`src/common/muldiv_pkg.sv`:
```
package muldiv_pkg;

	// ******************************
	// widths
	// ******************************

	// register width of the core
	localparam int xlen = 64;
	// low half used by the W forms
	localparam int word_len = 32;
	// word bit followed by funct3
	localparam int op_width = 4;
	localparam int op_word_bit = 3;

	// booth operands carry two extra sign bits
	localparam int booth_len = xlen + 2;
	// one radix-4 digit per step
	localparam int booth_steps = booth_len / 2;
	// word mode only needs 34 multiplier bits
	localparam int booth_steps_w = (word_len + 2) / 2;

	// step counter, wide enough for the 64 divide steps
	localparam int step_cnt_width = $clog2(xlen + 1);

	// ******************************
	// operation codes
	// ******************************

	// funct3 of the M extension, word bit clear
	localparam logic [op_width-1:0] op_mul = 4'd0;
	localparam logic [op_width-1:0] op_mulh = 4'd1;
	localparam logic [op_width-1:0] op_mulhsu = 4'd2;
	localparam logic [op_width-1:0] op_mulhu = 4'd3;
	localparam logic [op_width-1:0] op_div = 4'd4;
	localparam logic [op_width-1:0] op_divu = 4'd5;
	localparam logic [op_width-1:0] op_rem = 4'd6;
	localparam logic [op_width-1:0] op_remu = 4'd7;

	// ******************************
	// engine result
	// ******************************

	// same 128 bits, read per engine
	typedef union packed {
		// multiplier view
		struct packed {
			logic [xlen-1:0] hi;
			logic [xlen-1:0] lo;
		} product;
		// divider view
		struct packed {
			logic [xlen-1:0] rem;
			logic [xlen-1:0] quot;
		} quotient_pair;
	} engine_result_u;

endpackage

```
`src/common/muldiv_engine_if.sv`:
```
interface muldiv_engine_if;
	import muldiv_pkg::*;

	// issuer side
	// one-cycle pulse, only while busy is low
	logic start;
	// drop the operation in flight
	logic flush;
	// W form, low 32 bits of each operand
	logic word;
	logic a_signed;
	logic b_signed;
	// sampled on the start cycle
	logic [xlen-1:0] a;
	logic [xlen-1:0] b;

	// engine side
	logic busy;
	// one-cycle pulse, result valid only here
	logic done;
	engine_result_u result;

	modport issuer (
		output start, flush, word, a_signed, b_signed, a, b,
		input busy, done, result
	);

	modport engine (
		input start, flush, word, a_signed, b_signed, a, b,
		output busy, done, result
	);

endinterface

```
`src/divider/restoring_divider.sv`:
```
module restoring_divider (
	input logic clk,
	input logic rst,
	muldiv_engine_if.engine eng
);
	import muldiv_pkg::*;

	// control
	logic busy_q;
	logic done_q;
	logic [step_cnt_width-1:0] count_q;
	// quotient shifts in from the bottom, dividend out the top
	logic [xlen-1:0] quot_q;
	logic [xlen-1:0] rem_q;
	logic [xlen-1:0] divisor_q;
	// result signs
	logic quot_neg_q;
	logic rem_neg_q;
	// operand shaping
	logic [xlen-1:0] a_in;
	logic [xlen-1:0] b_in;
	logic [xlen-1:0] a_abs;
	logic [xlen-1:0] b_abs;
	logic [xlen-1:0] min_val;
	logic neg_a;
	logic neg_b;
	logic div_zero;
	logic overflow;
	// one restoring step
	logic [xlen:0] partial;
	logic [xlen:0] diff;
	engine_result_u res;

	// ******************************
	// operand prep
	// ******************************

	// W form extends the low word by signedness
	assign a_in = eng.word ?
		{{(xlen - word_len){eng.a_signed & eng.a[word_len-1]}}, eng.a[word_len-1:0]} : eng.a;
	assign b_in = eng.word ?
		{{(xlen - word_len){eng.b_signed & eng.b[word_len-1]}}, eng.b[word_len-1:0]} : eng.b;

	assign neg_a = eng.a_signed & a_in[xlen-1];
	assign neg_b = eng.b_signed & b_in[xlen-1];
	// magnitudes, most negative value becomes 2^63 unsigned
	assign a_abs = neg_a ? -a_in : a_in;
	assign b_abs = neg_b ? -b_in : b_in;

	// most negative value of the current width, already extended
	assign min_val = eng.word ?
		{{(xlen - word_len + 1){1'b1}}, {(word_len - 1){1'b0}}} :
		{1'b1, {(xlen - 1){1'b0}}};

	assign div_zero = (b_in == '0);
	assign overflow = eng.a_signed && eng.b_signed && (a_in == min_val) && (b_in == '1);

	// trial subtract
	assign partial = {rem_q, quot_q[xlen-1]};
	assign diff = partial - {1'b0, divisor_q};

	// control FSM
	// special cases skip the steps and only run the finish cycle
	always_ff @(posedge clk) begin
		if (rst || eng.flush) begin
			busy_q <= 1'b0;
			done_q <= 1'b0;
			count_q <= '0;
		end else if (eng.start) begin
			busy_q <= 1'b1;
			done_q <= 1'b0;
			if (div_zero || overflow)
				count_q <= '0;
			else
				count_q <= eng.word ? step_cnt_width'(word_len) : step_cnt_width'(xlen);
		end else if (done_q) begin
			busy_q <= 1'b0;
			done_q <= 1'b0;
		end else if (busy_q) begin
			if (count_q != '0)
				count_q <= count_q - 1'b1;
			else
				done_q <= 1'b1;
		end
	end

	// ******************************
	// datapath
	// ******************************
	always_ff @(posedge clk) begin
		if (eng.start) begin
			divisor_q <= b_abs;
			if (div_zero) begin
				// all ones, remainder is the dividend
				quot_q <= '1;
				rem_q <= a_in;
				quot_neg_q <= 1'b0;
				rem_neg_q <= 1'b0;
			end else if (overflow) begin
				// quotient is the dividend, no remainder
				quot_q <= a_in;
				rem_q <= '0;
				quot_neg_q <= 1'b0;
				rem_neg_q <= 1'b0;
			end else begin
				// W form parks the word in the top half for 32 steps
				quot_q <= eng.word ? a_abs << word_len : a_abs;
				rem_q <= '0;
				quot_neg_q <= neg_a ^ neg_b;
				// remainder takes the dividend sign
				rem_neg_q <= neg_a;
			end
		end else if (busy_q && !done_q) begin
			if (count_q != '0) begin
				if (!diff[xlen])
					rem_q <= diff[xlen-1:0];
				else
					rem_q <= partial[xlen-1:0];
				quot_q <= {quot_q[xlen-2:0], !diff[xlen]};
			end else begin
				// finish cycle, sign fix
				quot_q <= quot_neg_q ? -quot_q : quot_q;
				rem_q <= rem_neg_q ? -rem_q : rem_q;
			end
		end
	end

	always_comb begin
		res.quotient_pair.rem = rem_q;
		res.quotient_pair.quot = quot_q;
	end

	assign eng.busy = busy_q;
	assign eng.done = done_q;
	assign eng.result = res;

	// busy from start until done or flush
	a_busy_hold: assert property (@(posedge clk) disable iff (rst)
		(eng.start || (busy_q && !done_q)) && !eng.flush |=> busy_q);

endmodule

```
`src/multiplier/booth_multiplier.sv`:
```
module booth_multiplier (
	input logic clk,
	input logic rst,
	muldiv_engine_if.engine eng
);
	import muldiv_pkg::*;

	// control
	logic busy_q;
	logic done_q;
	logic [step_cnt_width-1:0] count_q;
	// multiplicand, moves two bits left per step
	logic [2*booth_len-1:0] md_q;
	// multiplier with the implicit zero below bit 0
	logic [booth_len:0] mr_q;
	logic [2*booth_len-1:0] acc_q;
	// operand shaping
	logic [xlen-1:0] a_in;
	logic [xlen-1:0] b_in;
	logic [booth_len-1:0] a_ext;
	logic [booth_len-1:0] b_ext;
	// current partial product
	logic [2*booth_len-1:0] pp;
	engine_result_u res;

	// ******************************
	// operand extension
	// ******************************

	// W form works on the low word, sign extended
	assign a_in = eng.word ?
		{{(xlen - word_len){eng.a[word_len-1]}}, eng.a[word_len-1:0]} : eng.a;
	assign b_in = eng.word ?
		{{(xlen - word_len){eng.b[word_len-1]}}, eng.b[word_len-1:0]} : eng.b;

	// two more bits, sign or zero by flag
	assign a_ext = {{2{eng.a_signed & a_in[xlen-1]}}, a_in};
	assign b_ext = {{2{eng.b_signed & b_in[xlen-1]}}, b_in};

	// ******************************
	// radix-4 booth digit
	// ******************************
	always_comb begin
		case (mr_q[2:0])
			// +1
			3'b001, 3'b010: pp = md_q;
			// +2
			3'b011: pp = md_q << 1;
			// -2
			3'b100: pp = -(md_q << 1);
			// -1
			3'b101, 3'b110: pp = -md_q;
			// 000 and 111 add nothing
			default: pp = '0;
		endcase
	end

	// control FSM, busy stays high through the done cycle
	always_ff @(posedge clk) begin
		if (rst || eng.flush) begin
			busy_q <= 1'b0;
			done_q <= 1'b0;
			count_q <= '0;
		end else if (eng.start) begin
			busy_q <= 1'b1;
			done_q <= 1'b0;
			count_q <= eng.word ? step_cnt_width'(booth_steps_w) :
				step_cnt_width'(booth_steps);
		end else if (done_q) begin
			busy_q <= 1'b0;
			done_q <= 1'b0;
		end else if (busy_q) begin
			count_q <= count_q - 1'b1;
			// last digit this cycle
			if (count_q == step_cnt_width'(1))
				done_q <= 1'b1;
		end
	end

	// datapath
	always_ff @(posedge clk) begin
		if (eng.start) begin
			md_q <= {{booth_len{a_ext[booth_len-1]}}, a_ext};
			mr_q <= {b_ext, 1'b0};
			acc_q <= '0;
		end else if (busy_q && !done_q) begin
			acc_q <= acc_q + pp;
			md_q <= md_q << 2;
			// arithmetic shift keeps the top digit right
			mr_q <= {{2{mr_q[booth_len]}}, mr_q[booth_len:2]};
		end
	end

	// low 128 bits hold the full product
	always_comb begin
		res.product.hi = acc_q[2*xlen-1:xlen];
		res.product.lo = acc_q[xlen-1:0];
	end

	assign eng.busy = busy_q;
	assign eng.done = done_q;
	assign eng.result = res;

	// done only inside a running operation
	a_done_busy: assert property (@(posedge clk) disable iff (rst)
		eng.done |-> eng.busy);

endmodule

```
`src/source/muldiv_dispatch.sv`:
```
module muldiv_dispatch (
	input logic clk,
	input logic rst,
	input logic req_valid,
	output logic req_ready,
	input logic [muldiv_pkg::op_width-1:0] req_op,
	input logic [muldiv_pkg::xlen-1:0] req_a,
	input logic [muldiv_pkg::xlen-1:0] req_b,
	input logic flush,
	output logic resp_valid,
	input logic resp_ready,
	output logic [muldiv_pkg::xlen-1:0] resp_data,
	muldiv_engine_if.issuer mul,
	muldiv_engine_if.issuer div
);
	import muldiv_pkg::*;

	// latched request
	logic [op_width-1:0] op_q;
	logic [xlen-1:0] a_q;
	logic [xlen-1:0] b_q;
	// control
	logic in_flight_q;
	logic issue_q;
	logic resp_valid_q;
	logic [xlen-1:0] resp_data_q;
	logic accept;
	// decode of the latched op
	logic [op_width-1:0] op_base;
	logic a_signed;
	logic b_signed;
	logic use_div;
	logic use_hi;
	logic use_rem;
	// result path
	logic eng_done;
	engine_result_u eng_result;
	logic [xlen-1:0] picked;
	logic [xlen-1:0] shaped;

	// no new request while busy, holding a response or flushing
	assign req_ready = !in_flight_q && !resp_valid_q && !flush;
	assign accept = req_valid && req_ready;

	// ******************************
	// op decode
	// ******************************
	always_comb begin
		op_base = op_q;
		op_base[op_word_bit] = 1'b0;
		a_signed = 1'b0;
		b_signed = 1'b0;
		use_div = 1'b0;
		use_hi = 1'b0;
		use_rem = 1'b0;
		case (op_base)
			// low half is the same for any signedness
			op_mul: use_hi = 1'b0;
			op_mulh: begin
				a_signed = 1'b1;
				b_signed = 1'b1;
				use_hi = 1'b1;
			end
			op_mulhsu: begin
				a_signed = 1'b1;
				use_hi = 1'b1;
			end
			op_mulhu: use_hi = 1'b1;
			op_div: begin
				a_signed = 1'b1;
				b_signed = 1'b1;
				use_div = 1'b1;
			end
			op_divu: use_div = 1'b1;
			op_rem: begin
				a_signed = 1'b1;
				b_signed = 1'b1;
				use_div = 1'b1;
				use_rem = 1'b1;
			end
			op_remu: begin
				use_div = 1'b1;
				use_rem = 1'b1;
			end
			default: use_div = 1'b0;
		endcase
	end

	// both engines see the same operands, only one gets start
	assign mul.start = issue_q && !use_div;
	assign div.start = issue_q && use_div;
	assign mul.flush = flush;
	assign div.flush = flush;
	assign mul.word = op_q[op_word_bit];
	assign div.word = op_q[op_word_bit];
	assign mul.a_signed = a_signed;
	assign div.a_signed = a_signed;
	assign mul.b_signed = b_signed;
	assign div.b_signed = b_signed;
	assign mul.a = a_q;
	assign div.a = a_q;
	assign mul.b = b_q;
	assign div.b = b_q;

	// ******************************
	// result select
	// ******************************
	assign eng_done = in_flight_q && (use_div ? div.done : mul.done);
	assign eng_result = use_div ? div.result : mul.result;
	assign picked = use_div ?
		(use_rem ? eng_result.quotient_pair.rem : eng_result.quotient_pair.quot) :
		(use_hi ? eng_result.product.hi : eng_result.product.lo);
	// W forms return bit 31 extended
	assign shaped = op_q[op_word_bit] ?
		{{(xlen - word_len){picked[word_len-1]}}, picked[word_len-1:0]} : picked;

	always_ff @(posedge clk) begin
		if (rst || flush) begin
			in_flight_q <= 1'b0;
			issue_q <= 1'b0;
			resp_valid_q <= 1'b0;
		end else begin
			// start goes out one cycle after acceptance
			issue_q <= accept;
			if (accept)
				in_flight_q <= 1'b1;
			else if (eng_done)
				in_flight_q <= 1'b0;
			if (eng_done)
				resp_valid_q <= 1'b1;
			else if (resp_valid_q && resp_ready)
				resp_valid_q <= 1'b0;
		end
	end

	always_ff @(posedge clk) begin
		if (accept) begin
			op_q <= req_op;
			a_q <= req_a;
			b_q <= req_b;
		end
		if (eng_done)
			resp_data_q <= shaped;
	end

	assign resp_valid = resp_valid_q;
	assign resp_data = resp_data_q;

	// start never hits a busy engine
	a_start_idle: assert property (@(posedge clk) disable iff (rst)
		!(mul.start && mul.busy) && !(div.start && div.busy));
	// response held under back-pressure
	a_resp_hold: assert property (@(posedge clk) disable iff (rst)
		resp_valid && !resp_ready && !flush |=> resp_valid && $stable(resp_data));

endmodule

```
`src/source/muldiv_unit.sv`:
```
module muldiv_unit (
	input logic clk,
	input logic rst,
	// request side
	input logic req_valid,
	output logic req_ready,
	input logic [muldiv_pkg::op_width-1:0] req_op,
	input logic [muldiv_pkg::xlen-1:0] req_a,
	input logic [muldiv_pkg::xlen-1:0] req_b,
	// branch flush from the core
	input logic flush,
	// response side
	output logic resp_valid,
	input logic resp_ready,
	output logic [muldiv_pkg::xlen-1:0] resp_data
);

	// ******************************
	// engine buses
	// ******************************
	muldiv_engine_if mul_bus ();
	muldiv_engine_if div_bus ();

	// request decode, start and response hold
	muldiv_dispatch u_dispatch (
		.clk(clk),
		.rst(rst),
		.req_valid(req_valid),
		.req_ready(req_ready),
		.req_op(req_op),
		.req_a(req_a),
		.req_b(req_b),
		.flush(flush),
		.resp_valid(resp_valid),
		.resp_ready(resp_ready),
		.resp_data(resp_data),
		.mul(mul_bus.issuer),
		.div(div_bus.issuer)
	);

	// MUL family
	booth_multiplier u_booth_multiplier (
		.clk(clk),
		.rst(rst),
		.eng(mul_bus.engine)
	);

	// DIV and REM family
	restoring_divider u_restoring_divider (
		.clk(clk),
		.rst(rst),
		.eng(div_bus.engine)
	);

endmodule

```
`config.mk`:
```
export PLATFORM = sky130hd
export DESIGN_NAME = muldiv_unit
export DESIGN_NICKNAME = d
export VERILOG_FILES = /design/src/common/muldiv_pkg.sv /design/src/common/muldiv_engine_if.sv /design/src/divider/restoring_divider.sv /design/src/multiplier/booth_multiplier.sv /design/src/source/muldiv_dispatch.sv /design/src/source/muldiv_unit.sv
export SDC_FILE = /design/constraint.sdc
export NUM_CORES = 2
export LEC_CHECK = 0
export BUFFER_PORTS_ARGS = -buffer_cell sky130_fd_sc_hd__buf_2
export CAP_MARGIN = 20
export CORE_AREA = 4 4 310 464
export DETAILED_ROUTE_END_ITERATION = 10
export DIE_AREA = 0 0 314 468
export PLACE_DENSITY = 0.57
export SYNTH_ARGS = -nofsm -noshare
export SYNTH_HDL_FRONTEND = slang
export SYNTH_SLANG_ARGS = --single-unit
```
`constraint.sdc`:
```
create_clock -name clk -period 10.5 [get_ports clk]
set_clock_uncertainty 0.1 [all_clocks]
set_input_delay 0.525 -clock clk [delete_from_list [all_inputs] [get_ports clk]]
set_output_delay 0.525 -clock clk [all_outputs]
set_load 0.02 [all_outputs]
```
==> qor.txt <==
Status: finished clean
Largest net degree at the start of global routing: 131
TritonCTS clock tree: done
Worst vdd ir: 180 µV
Num CTS Buffers: 85
Relative slew margins: 13.7%
Die X: 314 µm
WL per Instance: 28.4 µm
Root Driver: clkbuf_16
Post-synth top area share: 31.5%
RSZ-0062 raised after global routing: no
DIE HEIGHT: 468 µm
Post-cts sizing count: 0
Worst setup SP type: flop
Top post-synthesis cells by area: edfxtp_1 (32%), nand2_1 (6.8%), a21oi_1 (6.2%), dfxtp_1 (5.4%), o21ai_0 (4.9%)
Data required time of the worst path: 11.00 ns
CP max FO: 8
Area leader, netlist: edfxtp_1
Syn Nets: 7085
Port buffer count: 202
Register area share after synthesis: 36.9%
# nets final: 7106
FP Rows: 168
GRT Total Usage: 32.6%
Iter 0 DRT Violations: 4997
Detailed Route WL: 248000 µm
Crit path DAT: 9.46 ns
H-tree depth: 3
Main synth FF type: edfxtp_1
Pleak: 23.3 nW
Initial core utilization: 39.9%
CTS max path bufs: 3
Cell Pwr Density: 139 mW/mm²
Asr flop ratio synth: 0%
Clk sinks: 734
#FFs+latches synth: 734
Post-synth EDFFs: 584
Share of cells above drive strength 1: 8.46%
Fin crit period: 8.95 ns
Routability Congestion: 1.06
Die Footprint: 0.147 mm²
Final period utilization: 85.3%
Number of global-route vias before repair: 52600
Pins Over Slew Limit: 0
Routed via count: 53800
Grt ovf: 0
Vias per Instance: 6.18
DP HPWL: 187000 µm
# setup viols final: 0
Dpl ws: 1.73 ns
Synth cell types: 89
Mean Syn Cell Area: 8.25 µm²
Synth warn: 0
Hold Path Class: in -> reg
Most common cell in the netlist: nand2_1
Critical path type: reg -> reg
Setup_tns: 0 ns
Worst-path clk slew: 0.07 ns
Initial antenna violation count: 7
Placed instance area: 0.0582 mm²
Area Growth Syn to Fin: 12.2%
First-pass GRT wire length: 355000 µm
Io pins: 203
Max Clock Freq: 112 MHz
Drt pass-1 iters: 6
Critical Path End Type: flop
Finished Cell Area: 0.0625 mm²
Mapped Area: 0.0557 mm²
DRT antenna net count: 0
Setup ws final: 1.55 ns
Clk Latency, worst-skew pair: 0.74 ns
Final hold violation count: 0
Syn Inst Count: 6746
Tightest Pin Transition: 1.28 ns
Commonest cells in the netlist: nand2_1 (1009), a21oi_1 (685), edfxtp_1 (584)
Post-route DRC: 0
Core ar.: 0.140 mm²
Max_cap viols: 0
[critical path, stage by stage (launching register included)]
cell,delay [ns]
edfxtp_1,0.52
or4_1,0.64
nor4_1,0.54
nand3_1,0.45
or4_1,0.61
nand2b_1,0.27
nor4_1,0.42
nand2b_1,0.19
xnor2_1,0.09
a221oi_1,0.31
a31oi_1,0.11
ha_1,0.45
nand4_1,0.24
or3_1,0.58
nor3_1,0.31
nand4_1,0.15
nor2_1,0.13
o21ai_0,0.17
a2111oi_0,0.61
o21ai_0,0.21
buf_4,0.20
o41ai_1,0.85
a221oi_1,0.31
o311ai_0,0.36
[per-stage QoR]
stage | total power, mW | std cells | utilization [%] | hold slack [ns]
floorplan | 4.70 | 6746 | - | 0.335
global placement | 5.38 | 8414 | 41.7 | 0.349
detailed placement | 5.39 | 8414 | 41.7 | 0.359
CTS | 8.66 | 8704 | 44.7 | 0.0743
global route | 8.96 | 8707 | 44.7 | 0.124
finish | 8.65 | 8712 | 44.8 | 0.117
[layout by cell type (no fill, tap or decap), types with 22 or more instances in the layout]
master	count
a21oi_1	682
nand2b_1	52
a31oi_1	77
nor2_1	496
nor2b_1	57
or4_1	51
inv_1	152
nor3_1	150
nand3_1	95
a22o_1	36
o221ai_1	24
dlygate4sd3_1	134
nor4_1	79
mux2_2	40
o41ai_1	22
nand2_1	1005
o21bai_1	47
xor2_1	226
xnor2_1	295
or3_1	101
o211ai_1	52
or2_2	22
o21a_1	28
edfxtp_1	584
a22oi_1	77
o31ai_1	43
mux2i_1	129
a221oi_1	58
dfxtp_1	149
buf_4	108
nand4_1	107
a211oi_1	84
o22ai_1	42
o21ai_0	549
clkbuf_16	88
ha_1	200
buf_2	202
a21o_1	125
[cells by family (layout without fill, tap and decap cells)]
| logic type | count (synthesis) | in the layout | synth area share (%) |
|---|---|---|---|
| simple gates | 2348 | 2348 | 19.5 |
| compound gates | 2094 | 2094 | 23.1 |
| buf+inv | 674 | 764 | 4.57 |
| other cells | 0 | 6 | 0 |
| fa+ha+maj | 202 | 202 | 4.57 |
| mux | 169 | 169 | 3.13 |
| flops | 734 | 734 | 36.9 |
| xor+xnor | 525 | 525 | 8.26 |
[power breakdown]
| part | switching, mW | total, mW | internal [mW] |
|---|---|---|---|
| combinational | 1.24 | 1.91 | 0.669 |
| sequential | 0.215 | 3.51 | 3.30 |
| clock | 1.39 | 3.23 | 1.84 |
[registers in the layout, indices dropped and copies added (netlist names), 4 cells and up]
| signal | cells |
|---|---|
| u_booth_multiplier.mr_q | 67 |
| u_dispatch.div.b | 64 |
| u_restoring_divider.quot_q | 64 |
| u_restoring_divider.rem_q | 64 |
| u_booth_multiplier.md_q | 128 |
| u_booth_multiplier.acc_q | 128 |
| u_restoring_divider.count_q | 7 |
| u_booth_multiplier.count_q | 7 |
| u_dispatch.op_q | 4 |
| u_restoring_divider.divisor_q | 64 |
| u_dispatch.resp_data | 64 |
| u_dispatch.div.a | 64 |
[final timing paths]
| kind | startpoint | to | slack, ns | cells past startpoint |
|---|---|---|---|---|
| min | flush | u_booth_multiplier.count_q[5] | 0.12 | 3 |
| max | u_booth_multiplier.md_q[9] | u_booth_multiplier.acc_q[124] | 1.55 | 23 |
| max reg2reg | u_booth_multiplier.md_q[9] | u_booth_multiplier.acc_q[124] | 1.55 | 23 |
| min reg2reg | u_booth_multiplier.count_q[5] | u_booth_multiplier.eng.done | 0.37 | 1 |
[metal layers]
layer / vias up / share of wire (%) / routed length [µm] / track usage, %
li1: 24800 / - / - / -
met1: 25800 / 35 / 87300 / 35.2
met2: 2475 / 49 / 122000 / 58.0
met3: 799 / 6.1 / 15100 / 4.05
met4: 4 / 9.3 / 23100 / 25.4
met5: - / 0.0093 / 23 / 0
[layout make-up]
type	count	area [µm²]
flip-flops and latches	734	20500
inverters	158	609
clock buffers	99	2240
fillers	13900	77100
multi-input cells	5338	32800
diodes	6	15.0
repair buffers	450	3260
clock inverters	57	672
well taps	1870	2340
[repair_timing]
action | 4_1_cts | 5_1_grt
buffers inserted | 0 | 0
hold endpoints to repair | 134 | 0
hold buffers | 134 | 0
(Power assumes the default switching activity.)
